<file path="src/include/fe_macros.svh">
`ifndef FE_MACROS_SVH
`define FE_MACROS_SVH

// Instruction word and program counter width
`define FE_WORD_W 16

// Instruction memory address width, 256 words
`define FE_IMEM_AW 8

// Architectural register file size
`define FE_NUM_REGS 8

// Register id width follows the register count
`define FE_REG_W $clog2(`FE_NUM_REGS)

`endif
</file>
<file path="src/verilog/fe_pkg.sv">
`default_nettype none

`include "fe_macros.svh"

package fe_pkg;

  // ~~~~~~~~~~~~~~~~~~~~~~~~~~~~~~~~~~~~~~~~~~~~~~~~~~~~~~~~~~
  // Width types
  // ~~~~~~~~~~~~~~~~~~~~~~~~~~~~~~~~~~~~~~~~~~~~~~~~~~~~~~~~~~

  typedef logic [`FE_WORD_W-1:0] word_t;
  // Word address, one instruction per step
  typedef logic [`FE_WORD_W-1:0] pc_t;
  typedef logic [`FE_REG_W-1:0]  reg_id_t;
  // Condition code, left for the back end to interpret
  typedef logic [2:0]            cond_t;

  // ~~~~~~~~~~~~~~~~~~~~~~~~~~~~~~~~~~~~~~~~~~~~~~~~~~~~~~~~~~
  // Encodings
  // ~~~~~~~~~~~~~~~~~~~~~~~~~~~~~~~~~~~~~~~~~~~~~~~~~~~~~~~~~~

  typedef enum logic [3:0] {
    OP_NOP   = 4'd0,
    OP_ADD   = 4'd1,
    OP_ADDI  = 4'd2,
    OP_LOAD  = 4'd3,
    OP_STORE = 4'd4,
    OP_MOVI  = 4'd5,
    OP_B     = 4'd8,
    OP_BCC   = 4'd9
  } opcode_e;

  typedef enum logic [1:0] {
    FU_NOOP   = 2'd0,
    FU_ALU    = 2'd1,
    FU_MEM    = 2'd2,
    FU_BRANCH = 2'd3
  } func_unit_e;

  // ~~~~~~~~~~~~~~~~~~~~~~~~~~~~~~~~~~~~~~~~~~~~~~~~~~~~~~~~~~
  // Stage payloads
  // ~~~~~~~~~~~~~~~~~~~~~~~~~~~~~~~~~~~~~~~~~~~~~~~~~~~~~~~~~~

  typedef struct packed {
    pc_t   pc;
    word_t instr;
  } fetch_pkt_t;

  typedef struct packed {
    pc_t        pc;
    opcode_e    opcode;
    func_unit_e func_unit;
    logic       w_v;
    reg_id_t    dest_id;
    reg_id_t    src1_id;
    reg_id_t    src2_id;
    cond_t      cond;
    word_t      imm;
    logic       spec_taken;
  } decoded_instr_t;

endpackage

`default_nettype wire

</file>
<file path="src/verilog/branch_stage.sv">
`timescale 1ns/1ps
`default_nettype none

`include "fe_macros.svh"

module branch_stage import fe_pkg::*; (
  input  decoded_instr_t dec_i,
  input  logic           v_i,
  output logic           redirect_o,
  output pc_t            target_o,
  output logic           flush_o,
  output decoded_instr_t decoded_o,
  output logic           valid_o
);

  logic is_b;
  logic is_bcc;
  logic bcc_taken;
  logic taken;

  // ~~~~~~~~~~~~~~~~~~~~~~~~~~~~~~~~~~~~~~~~~~~~~~~~~~~~~~~~~~
  // Target and static prediction
  // ~~~~~~~~~~~~~~~~~~~~~~~~~~~~~~~~~~~~~~~~~~~~~~~~~~~~~~~~~~

  // PC relative, offset already sign extended by decode
  assign target_o = dec_i.pc + dec_i.imm;

  assign is_b   = v_i && (dec_i.opcode == OP_B);
  assign is_bcc = v_i && (dec_i.opcode == OP_BCC);

  // Backward taken, forward not taken
  assign bcc_taken = is_bcc && dec_i.imm[`FE_WORD_W-1];
  assign taken     = is_b || bcc_taken;

  // Two younger words are on the wrong path
  assign redirect_o = taken;
  assign flush_o    = taken;

  // ~~~~~~~~~~~~~~~~~~~~~~~~~~~~~~~~~~~~~~~~~~~~~~~~~~~~~~~~~~
  // Output to back end
  // ~~~~~~~~~~~~~~~~~~~~~~~~~~~~~~~~~~~~~~~~~~~~~~~~~~~~~~~~~~

  always_comb begin
    decoded_o            = dec_i;
    decoded_o.spec_taken = bcc_taken;
  end

  // Unconditional branches are fully handled here and never leave
  assign valid_o = v_i && (dec_i.func_unit != FU_NOOP) && (dec_i.opcode != OP_B);

endmodule

`default_nettype wire

</file>
<file path="config.mk">
export PLATFORM = sky130hd
export DESIGN_NAME = branch_stage
export DESIGN_NICKNAME = d
export VERILOG_FILES = /design/src/verilog/fe_pkg.sv /design/src/verilog/branch_stage.sv
export VERILOG_INCLUDE_DIRS = /design/src /design/src/include
export SDC_FILE = /design/constraint.sdc
export NUM_CORES = 1
export LEC_CHECK = 0
export BUFFER_PORTS_ARGS = -buffer_cell sky130_fd_sc_hd__buf_4
export CORE_UTILIZATION = 34
export DETAILED_ROUTE_END_ITERATION = 10
export GPL_TIMING_DRIVEN = 1
export PLACE_DENSITY = 0.81
export SYNTH_ARGS = -nofsm -noshare
export SYNTH_HDL_FRONTEND = slang
export SYNTH_SLANG_ARGS = --single-unit
</file>
<file path="constraint.sdc">
create_clock -name vclk -period 3.6
set_clock_uncertainty 0.05 [all_clocks]
set_input_delay 1.08 -clock vclk [all_inputs]
set_output_delay 1.08 -clock vclk [all_outputs]
set_load 0.05 [all_outputs]
</file>
==> results.toml <==
[setup_path]
cp.arrival_ns = 2.99
endpoint_kind = "output port"
cp_cell_sequence = "buf_8 -> ha_4 -> fa_2 -> a21o_1 -> a31oi_4 -> o31ai_4 -> a221oi_2 -> buf_4 -> xnor2_4 -> buf_6"
critPathSlowestCell = "fa_2"
required_ns = 2.47
critPathKind = "input pin to output port"
cp_slowest_stage_delay_ns = 0.37
startpoint_type = "input pin"
crit_fanout = 2

[finish]
nets = 319
area_growth_syn_to_layout_pct = 116
num_antenna_cells = 0
utilization_pct = 77.2
regArea_um2 = 0
multi_input_area_um2 = 1330
drive_gt1_share_pct = 80.6
final_cell_mix = "116 x buf_4, 26 x buf_6, 11 x ha_4"
seq_cell_count = 0
clkbuf_count = 0
finalNonFillerCells = 294
n_fill_cell = 207
final_common_cell = "buf_4"

[place]
routabilityCongestion = 0.752
dpl.hpwl_mm = 2.92
placed_cells = 281
io_buffers = 97

[logic_synthesis]
yosys_warnings = 0
ys_seq_area_share_pct = 0
synthCells = 160
syn-num-nets = 229
yosys.area_share.xor_xnor_pct = 10.1
synth_area_um2 = 1210
syn_area_per_cell_um2 = 7.59
yosysUniqueCellTypes = 35
yosys.area_share.simple_pct = 11.6
synth_top_family_by_area = "buffers and inverters"
muxShareOfSynthArea_pct = 1.65
yosys.area_share.adder_pct = 17.1
synth-compound-area-share_pct = 23.4

[global_route]
grt-ovfl-total = 0
first_global_vias = 1488
track_usage_pct = 23.1
grt_pass1_wl_mm = 6.57
antenna_found_initial = 0
grt_max_degree = 8

[power_and_ir_drop]
p_per_area_nw_per_um2 = 302
ir_drop_mv = 0.155
p_leak_nw = 1.21

[sta]
fin_ws_ns = -0.521
fin_hold_ws_ns = 2.11
tightest_slew_ns = 0.556
grt_setup_unrepaired = "yes"
finalCritPeriodShare_pct = 114
setup_viol = 11
hold_viol = 0
slew_viol_final = 0
fmax_ghz = 0.243
relSlewSlack_pct = 62.5
min_period_ns = 4.12

[job]
drv_cap = 0

[detailed_routing]
vias = 1537
totalWireLength_mm = 5.37
drc_errors = 0
drt_iter0_markers = 47
postRouteAntennaNets = 0
wl_per_cell_um = 18.3
via_per_inst = 5.23
dr.pass1.iters = 4

[floorplanning]
ios = 124
num_rows = 21
die_h_um = 61.7
initial_core_util_pct = 35.8
core_area_um2 = 3390
die_w_um = 61.7
dieArea_um2 = 3810

[status]
violations = "setup timing"
status = "finished, violations left"

[cts]
cts.hold.buffers_added = 0

[min_path]
hold_path_class = "input pin to output port"
final cells by class:
class,instances,share of cell area [%]
Multi-Input combinational cell,99,50.6
Timing Repair Buffer,146,46.7
Tap cell,46,2.20
Inverter,3,0.430
report_power, final:
part / internal [mW] / switching, mW
Sequential: 0 / 0
Clock: 0 / 0
Combinational: 0.338 / 0.451
critical path: cells and delay by family:
family	cells	cell delay (ns)
adders and majority gates	2	0.54
xor gates and xnor gates	1	0.10
buffers and inverters	3	0.44
AOI/OAI and AO/OA	4	0.82
cells by family (layout without fill, tap and decap cells):
kind of cell             after synthesis  after routing
AO/OA/AOI/OAI                         40             40
XOR/XNOR                              14             14
adder cells (fa/ha/maj)               16             16
buffers and inverters                 61            149
multiplexers                           2              2
AND/OR/NAND/NOR                       27             27
metrics by stage:
step / total power [mW] / area (um2) / setup TNS (ns) / setup WS [ns]
2_1_floorplan: 0.511 / 1520 / -1.34 / -0.277
3_3_place_gp: 0.632 / 2120 / -3.58 / -0.487
3_5_place_dp: 0.641 / 2120 / -3.93 / -0.520
4_1_cts: 0.727 / 2460 / -2.70 / -0.426
5_1_grt: 0.826 / 2620 / -4.39 / -0.608
6_report: 0.789 / 2620 / -3.75 / -0.521
cells in the mapped netlist (all sizes together) (2+ instances only):
master	instances	area (um2)
clkbuf	2	7.51
o31ai	2	15.0
xor2	2	17.5
nand2	6	22.5
xnor2	12	105
o21ai	5	25.0
ha	15	188
a21o	6	45.0
mux2i	2	20.0
a21oi	14	70.1
nand4	4	25.0
inv	3	11.3
buf	56	419
a31oi	3	18.8
and2	2	12.5
nor3	2	10.0
and3	4	25.0
a211oi	2	15.0
nand3	3	15.0
nor2	3	11.3
a2111oi	2	36.3
path summary, 6_finish.rpt:
path      start             to  slack, ns  cells after the start
max    dec_i[1]   target_o[14]      -0.52                     10
min   dec_i[23]  decoded_o[23]       2.11                      0
routing by layer:
layer	up-vias	track usage, %	part of all wire [%]
met4	0	5.08	2.7
met2	91	53.6	57
li1	702	-	-
met1	732	20.3	34
met3	12	1.86	6.3
met5	-	0	0
repair_timing:
action | CTS | global route
pin swaps | 31 | 15
resized for setup | 53 | 22
gates cloned | 0 | 0
endpoints found under the setup margin | 11 | 13
buffers inserted | 8 | 6
Note: power is estimated with default switching activity, not from simulation.
