### config.mk
export PLATFORM = sky130hd
export DESIGN_NAME = decode_stage
export DESIGN_NICKNAME = d
export VERILOG_FILES = /design/src/verilog/fe_pkg.sv /design/src/verilog/decode_stage.sv /design/src/verilog/pipe_reg.sv
export VERILOG_INCLUDE_DIRS = /design/src /design/src/include
export SDC_FILE = /design/constraint.sdc
export NUM_CORES = 1
export LEC_CHECK = 0
export BUFFER_PORTS_ARGS = -buffer_cell sky130_fd_sc_hd__buf_2
export CELL_PAD_IN_SITES_DETAIL_PLACEMENT = 0
export CELL_PAD_IN_SITES_GLOBAL_PLACEMENT = 1
export CORE_MARGIN = 4
export CORE_UTILIZATION = 25
export DETAILED_ROUTE_END_ITERATION = 8
export HOLD_SLACK_MARGIN = 0.08
export PLACE_DENSITY = 0.69
export SYNTH_ARGS = -nofsm -noshare
export SYNTH_HDL_FRONTEND = slang
export SYNTH_SLANG_ARGS = --single-unit
### constraint.sdc
create_clock -name clk_i -period 1.1 [get_ports clk_i]
set_clock_uncertainty 0.2 [all_clocks]
set_input_delay 0 -clock clk_i [delete_from_list [all_inputs] [get_ports clk_i]]
set_output_delay 0 -clock clk_i [all_outputs]
set_load 0.005 [all_outputs]
### src/include/fe_macros.svh
`ifndef FE_MACROS_SVH
`define FE_MACROS_SVH

// Instruction word and program counter width
`define FE_WORD_W 16

// Instruction memory address width, 256 words
`define FE_IMEM_AW 8

// Architectural register file size
`define FE_NUM_REGS 8

// Register id width follows the register count
`define FE_REG_W $clog2(`FE_NUM_REGS)

`endif
### src/verilog/fe_pkg.sv
`default_nettype none

`include "fe_macros.svh"

package fe_pkg;

  // ~~~~~~~~~~~~~~~~~~~~~~~~~~~~~~~~~~~~~~~~~~~~~~~~~~~~~~~~~~
  // Width types
  // ~~~~~~~~~~~~~~~~~~~~~~~~~~~~~~~~~~~~~~~~~~~~~~~~~~~~~~~~~~

  typedef logic [`FE_WORD_W-1:0] word_t;
  // Word address, one instruction per step
  typedef logic [`FE_WORD_W-1:0] pc_t;
  typedef logic [`FE_REG_W-1:0]  reg_id_t;
  // Condition code, left for the back end to interpret
  typedef logic [2:0]            cond_t;

  // ~~~~~~~~~~~~~~~~~~~~~~~~~~~~~~~~~~~~~~~~~~~~~~~~~~~~~~~~~~
  // Encodings
  // ~~~~~~~~~~~~~~~~~~~~~~~~~~~~~~~~~~~~~~~~~~~~~~~~~~~~~~~~~~

  typedef enum logic [3:0] {
    OP_NOP   = 4'd0,
    OP_ADD   = 4'd1,
    OP_ADDI  = 4'd2,
    OP_LOAD  = 4'd3,
    OP_STORE = 4'd4,
    OP_MOVI  = 4'd5,
    OP_B     = 4'd8,
    OP_BCC   = 4'd9
  } opcode_e;

  typedef enum logic [1:0] {
    FU_NOOP   = 2'd0,
    FU_ALU    = 2'd1,
    FU_MEM    = 2'd2,
    FU_BRANCH = 2'd3
  } func_unit_e;

  // ~~~~~~~~~~~~~~~~~~~~~~~~~~~~~~~~~~~~~~~~~~~~~~~~~~~~~~~~~~
  // Stage payloads
  // ~~~~~~~~~~~~~~~~~~~~~~~~~~~~~~~~~~~~~~~~~~~~~~~~~~~~~~~~~~

  typedef struct packed {
    pc_t   pc;
    word_t instr;
  } fetch_pkt_t;

  typedef struct packed {
    pc_t        pc;
    opcode_e    opcode;
    func_unit_e func_unit;
    logic       w_v;
    reg_id_t    dest_id;
    reg_id_t    src1_id;
    reg_id_t    src2_id;
    cond_t      cond;
    word_t      imm;
    logic       spec_taken;
  } decoded_instr_t;

endpackage

`default_nettype wire

### src/verilog/decode_stage.sv
`timescale 1ns/1ps
`default_nettype none

`include "fe_macros.svh"

module decode_stage import fe_pkg::*; (
  input  logic           clk_i,
  input  logic           rst_n_i,
  input  logic           stall_i,
  input  logic           flush_i,
  input  fetch_pkt_t     pkt_i,
  input  logic           v_i,
  output decoded_instr_t dec_o,
  output logic           v_o
);

  word_t          instr;
  logic [3:0]     op_field;
  reg_id_t        rd_field;
  reg_id_t        rs1_field;
  reg_id_t        rs2_field;
  word_t          imm_s6;
  word_t          imm_z9;
  word_t          imm_s9;
  word_t          imm_s12;
  decoded_instr_t dec_d;

  assign instr = pkt_i.instr;

  // ~~~~~~~~~~~~~~~~~~~~~~~~~~~~~~~~~~~~~~~~~~~~~~~~~~~~~~~~~~
  // Field extraction
  // ~~~~~~~~~~~~~~~~~~~~~~~~~~~~~~~~~~~~~~~~~~~~~~~~~~~~~~~~~~

  assign op_field  = instr[15:12];
  assign rd_field  = instr[11:9];
  assign rs1_field = instr[8:6];
  assign rs2_field = instr[5:3];

  // Immediate formats
  assign imm_s6  = {{(`FE_WORD_W-6){instr[5]}}, instr[5:0]};
  assign imm_z9  = {{(`FE_WORD_W-9){1'b0}}, instr[8:0]};
  assign imm_s9  = {{(`FE_WORD_W-9){instr[8]}}, instr[8:0]};
  assign imm_s12 = {{(`FE_WORD_W-12){instr[11]}}, instr[11:0]};

  // ~~~~~~~~~~~~~~~~~~~~~~~~~~~~~~~~~~~~~~~~~~~~~~~~~~~~~~~~~~
  // Decode table
  // ~~~~~~~~~~~~~~~~~~~~~~~~~~~~~~~~~~~~~~~~~~~~~~~~~~~~~~~~~~

  always_comb begin
    // Unused fields stay zero
    dec_d           = '0;
    dec_d.pc        = pkt_i.pc;
    dec_d.opcode    = OP_NOP;
    dec_d.func_unit = FU_NOOP;

    case (op_field)
      OP_ADD: begin
        dec_d.opcode    = OP_ADD;
        dec_d.func_unit = FU_ALU;
        dec_d.w_v       = 1'b1;
        dec_d.dest_id   = rd_field;
        dec_d.src1_id   = rs1_field;
        dec_d.src2_id   = rs2_field;
      end
      OP_ADDI: begin
        dec_d.opcode    = OP_ADDI;
        dec_d.func_unit = FU_ALU;
        dec_d.w_v       = 1'b1;
        dec_d.dest_id   = rd_field;
        dec_d.src1_id   = rs1_field;
        dec_d.imm       = imm_s6;
      end
      OP_LOAD: begin
        dec_d.opcode    = OP_LOAD;
        dec_d.func_unit = FU_MEM;
        dec_d.w_v       = 1'b1;
        dec_d.dest_id   = rd_field;
        dec_d.src1_id   = rs1_field;
        dec_d.imm       = imm_s6;
      end
      OP_STORE: begin
        // Store data register sits where rd would be
        dec_d.opcode    = OP_STORE;
        dec_d.func_unit = FU_MEM;
        dec_d.src1_id   = rs1_field;
        dec_d.src2_id   = rd_field;
        dec_d.imm       = imm_s6;
      end
      OP_MOVI: begin
        dec_d.opcode    = OP_MOVI;
        dec_d.func_unit = FU_ALU;
        dec_d.w_v       = 1'b1;
        dec_d.dest_id   = rd_field;
        dec_d.imm       = imm_z9;
      end
      OP_B: begin
        dec_d.opcode    = OP_B;
        dec_d.func_unit = FU_BRANCH;
        dec_d.imm       = imm_s12;
      end
      OP_BCC: begin
        dec_d.opcode    = OP_BCC;
        dec_d.func_unit = FU_BRANCH;
        dec_d.cond      = cond_t'(instr[11:9]);
        dec_d.imm       = imm_s9;
      end
      default: begin
        // Undefined codes fall through as a NOP
      end
    endcase
  end

  // ~~~~~~~~~~~~~~~~~~~~~~~~~~~~~~~~~~~~~~~~~~~~~~~~~~~~~~~~~~
  // Decode / branch register
  // ~~~~~~~~~~~~~~~~~~~~~~~~~~~~~~~~~~~~~~~~~~~~~~~~~~~~~~~~~~

  pipe_reg #(
    .WIDTH ($bits(decoded_instr_t))
  ) db_reg_i (
    .clk_i   (clk_i),
    .rst_n_i (rst_n_i),
    .stall_i (stall_i),
    .flush_i (flush_i),
    .v_i     (v_i),
    .data_i  (dec_d),
    .v_o     (v_o),
    .data_o  (dec_o)
  );

endmodule

`default_nettype wire

### src/verilog/pipe_reg.sv
`timescale 1ns/1ps
`default_nettype none

module pipe_reg #(
  parameter int WIDTH = 8
) (
  input  logic             clk_i,
  input  logic             rst_n_i,
  input  logic             stall_i,
  input  logic             flush_i,
  input  logic             v_i,
  input  logic [WIDTH-1:0] data_i,
  output logic             v_o,
  output logic [WIDTH-1:0] data_o
);

  logic             v_q;
  logic [WIDTH-1:0] data_q;

  // Stall wins over flush, flush wins over load
  always_ff @(posedge clk_i or negedge rst_n_i) begin
    if (!rst_n_i) begin
      v_q <= 1'b0;
    end else if (!stall_i) begin
      v_q <= flush_i ? 1'b0 : v_i;
    end
  end

  // Payload is don't-care whenever valid is low
  always_ff @(posedge clk_i) begin
    if (!stall_i) begin
      data_q <= data_i;
    end
  end

  assign v_o    = v_q;
  assign data_o = data_q;

endmodule

`default_nettype wire

==> metrics <==
per-instance average area after synthesis=15.2 um2; number of unique standard cell types used by synthesis=34; clk sinks=48; routed length per placed instance=13.3 um; Max Clk Rate=911 MHz; met2 Use GR=16.0%; WP data arrival=around 0.94 ns; net switching fraction of the power=22.2%; TritonCTS Buffers=5; number of antenna violations at the first check in global routing=0; worst-path cell with the longest stage delay=sky130_fd_sc_hd__dlygate4sd3_1; area added between synthesis and finish=49.4%; hold endpoint=db_reg_i.v_o; sum of routed wire length over all layers=between 4000 and 5000 um; Core Box Area=7770 um2; power share of the sequential group=about three fifths; Storage cell area=1440 um2; CP peak stage delay=0.53 ns; CTS tree=built; path category of the worst min-delay check=in2reg; starting utilization of the core area=26.0%; Crit Reg-Reg Endpoint=db_reg_i.v_o; Tot GR Track Use=about a tenth; met3 demand-to-capacity share in global routing=3.21%; row count=32; most common library cell in the layout ignoring fill and taps=sky130_fd_sc_hd__buf_2; Critical Path Source Type=input pin; arithmetic-cell share of the synthesized area counting full adders, half adders and majority gates=0%; peak supply drop=0.000460 V; synthesized flop and latch total=between 40 and 50; number of global-route vias before repair=1478; width of the chip=97.8 um; Top Ports=90; part of the total power dissipated in combinational logic=15.6%; share of synthesized area occupied by flip-flops and latches=between 70% and 80%; total DRC errors in the routed layout=0; Power per Cell Area=1250 nW/um2; global-route wire length before repair=7710 um; peak fanout along the critical path=4; vertical extent of the die=about 100 um; total leakage power=0.00125 uW; kind of end point of the critical path=flop; remaining global-route overflow=0; area enclosed by the die boundary=9560 um2; cell chain of the critical path=dlygate4sd3_1, buf_2, a22oi_1, nor3_2; violation count after the first detailed-route iteration=56; Root Buffer=sky130_fd_sc_hd__clkbuf_8; HPWL reported at the end of detailed placement=3640 um; share of cells above drive strength 1=between 40% and 50%; Multi-input gate area=between 400 and 500 um2; final layout net count=297; post-synthesis compound-gate area fraction=approximately 4.4%; clock insertion delay at the later pin of the skew report=0.29 ns; number of nets with antenna violations after routing=0; run status=finished, violations left; P_int=2930 uW; Mapped Nets=170; Critical R2R Launch=db_reg_i.v_o; number of max-slew violations in the final report=0; cell depth of the worst flop-to-flop path=2; minimum hold slack=-0.240 ns; total via count after detailed routing=1486; Antenna diodes=0; Initial DRT Pass Iterations=3; portion of netlist area occupied by mux cells=2.42%; number of placed instances, taps included=327; failing checks=hold timing; total of warnings raised by yosys=0; total power after layout=roughly 3800 uW; post-layout minimum cycle time=between 1 and 1.5 ns; basic-gate share of the synthesized area counting and, or, nand and nor cells=16.2%; R2R setup slack=0.28 ns; reported max-cap violation count=0; unrepaired setup endpoints after global routing=true; worst min-delay path startpoint=stall_i; maximum level of the CTS H-tree=2; post-detailed-route via-to-cell ratio=4.09; hold path depth=2; critical path class=in2reg; leading cell types in the layout, fill and taps excluded=88 x sky130_fd_sc_hd__buf_2, 47 x sky130_fd_sc_hd__edfxtp_1, 28 x sky130_fd_sc_hd__dlygate4sd3_1; number of fillers in the final layout=788; non-filler instance count after layout=363; XOR/XNOR Fraction of Synth Area=0.435%; final cycle utilization of the critical path=99.8%; Final GP Congestion=0.710; start point of the critical path=pkt_i[10]; Clock Pin Slew Worst Setup and Hold Paths=0.08 ns; maximum number of buffers from clock root to sink=2; number of buffer cells added on primary ports=just under 90; Crit path required time=0.94 ns; clock share of power=26.0%; power spent charging and discharging nets=837 uW; pin count of the biggest net entering global routing=26; combinational family with the most area after synthesis=simple AND/OR/NAND/NOR gates; Hold Violations, Final=8; number of setup violations in the final report=0; Top Usage Layer GRT=met2; met1 Usage GRT=13.4%; gate count after technology mapping=133; summed instance area of the synthesized netlist=around 2000 um2
## sequential cells by signal, indices dropped and copies added, names as in the netlist
register	count
db_reg_i.v_o	1
db_reg_i.data_o	47
## cells by family after synthesis
logic type / Yosys count
simple gates: 52
xor+xnor: 1
flops: 48
mux: 4
other cells: 1
compound gates: 13
buf+inv: 14
## per-layer routing
layer  vias to the layer above  routed length (um)
met5                         -                   0
met4                         0                  47
met3                         5                 328
met2                        63                2200
met1                       682                2250
li1                        736                   -
## power by group through the flow
| stage | combinational (uW) | clock, uW | sequential [uW] |
|---|---|---|---|
| final | 588 | 981 | 2200 |
| after CTS | 594 | 1020 | 2200 |
| after detailed placement | 522 | 0 | 2240 |
| after floorplan | 197 | 0 | 2270 |
| after global placement | 512 | 0 | 2240 |
| after global routing | 651 | 1100 | 2210 |
## worst max-delay path, delay by kind of cell
family                 cells  cell delay, ns
AND/OR/NAND/NOR            1            0.05
buffers and inverters      2            0.69
AO/OA/AOI/OAI              1            0.20
## stage by stage
step / util, % / instance area [um2] / setup slack [ns] / setup TNS (ns)
after floorplan: - / 2020 / -0.119 / -5.61
after global placement: 34.1 / 2650 / -0.0968 / -1.65
after detailed placement: 34.1 / 2650 / -0.117 / -2.06
after CTS: 38.5 / 2990 / 0.0120 / 0
after global routing: 38.8 / 3010 / -0.0459 / -0.219
final: 38.8 / 3010 / 0.00203 / 0
## how the worst max path moves through the flow
stage                                     end  slack [ns]  cells past startpoint
after floorplan           db_reg_i.data_o[10]       -0.12                      1
after global placement    db_reg_i.data_o[16]        -0.1                      6
after detailed placement  db_reg_i.data_o[18]       -0.12                      5
after CTS                 db_reg_i.data_o[21]        0.01                      4
after global routing                dec_o[15]       -0.05                      1
final                     db_reg_i.data_o[21]       0.002                      4
## layout make-up
cell class	instances	share of cell area, %
Tap cell	102	4.24
Multi-Input combinational cell	71	16.0
Clock inverter	1	0.125
Timing Repair Buffer	131	28.9
Clock buffer	7	2.53
Inverter	3	0.499
Sequential cell	48	47.7
## synth_stat cells
library cell	number	share of area [%]
sky130_fd_sc_hd__edfxtp_1	47	70
sky130_fd_sc_hd__and2_1	15	4.7
sky130_fd_sc_hd__nand3_1	12	3.0
sky130_fd_sc_hd__buf_4	7	2.6
sky130_fd_sc_hd__nand2_1	7	1.3
sky130_fd_sc_hd__nor2_1	4	0.74
sky130_fd_sc_hd__nor3_2	4	2.0
sky130_fd_sc_hd__a21oi_1	3	0.74
sky130_fd_sc_hd__a22oi_1	3	1.1
sky130_fd_sc_hd__buf_6	3	1.7
sky130_fd_sc_hd__inv_2	2	0.37
sky130_fd_sc_hd__mux2_1	2	1.1
sky130_fd_sc_hd__nand2b_1	2	0.62
sky130_fd_sc_hd__o21a_1	2	0.74
sky130_fd_sc_hd__a211oi_2	1	0.62
sky130_fd_sc_hd__a21o_1	1	0.37
sky130_fd_sc_hd__and2b_1	1	0.37
sky130_fd_sc_hd__buf_2	1	0.25
sky130_fd_sc_hd__conb_1	1	0.19
sky130_fd_sc_hd__dfrtp_1	1	1.2
sky130_fd_sc_hd__inv_1	1	0.19
sky130_fd_sc_hd__mux2_2	1	0.56
sky130_fd_sc_hd__mux2_4	1	0.74
sky130_fd_sc_hd__nand4b_1	1	0.43
sky130_fd_sc_hd__nand4bb_1	1	0.56
sky130_fd_sc_hd__nor2b_1	1	0.31
sky130_fd_sc_hd__nor2b_2	1	0.43
sky130_fd_sc_hd__nor3_1	1	0.25
sky130_fd_sc_hd__nor3b_2	1	0.62
sky130_fd_sc_hd__nor3b_4	1	0.93
sky130_fd_sc_hd__o21ai_0	1	0.25
sky130_fd_sc_hd__o21ai_1	1	0.25
sky130_fd_sc_hd__o22ai_1	1	0.31
sky130_fd_sc_hd__xor2_1	1	0.43
## what timing repair did
| action | in CTS | in global routing |
|---|---|---|
| setup buffers | 0 | 0 |
| endpoints found under the hold margin | 93 | 34 |
| setup endpoints to repair | 0 | 6 |
| hold buffers | 26 | 2 |
| gates resized for setup | 0 | 1 |
Note: power is estimated with default switching activity, not from simulation.
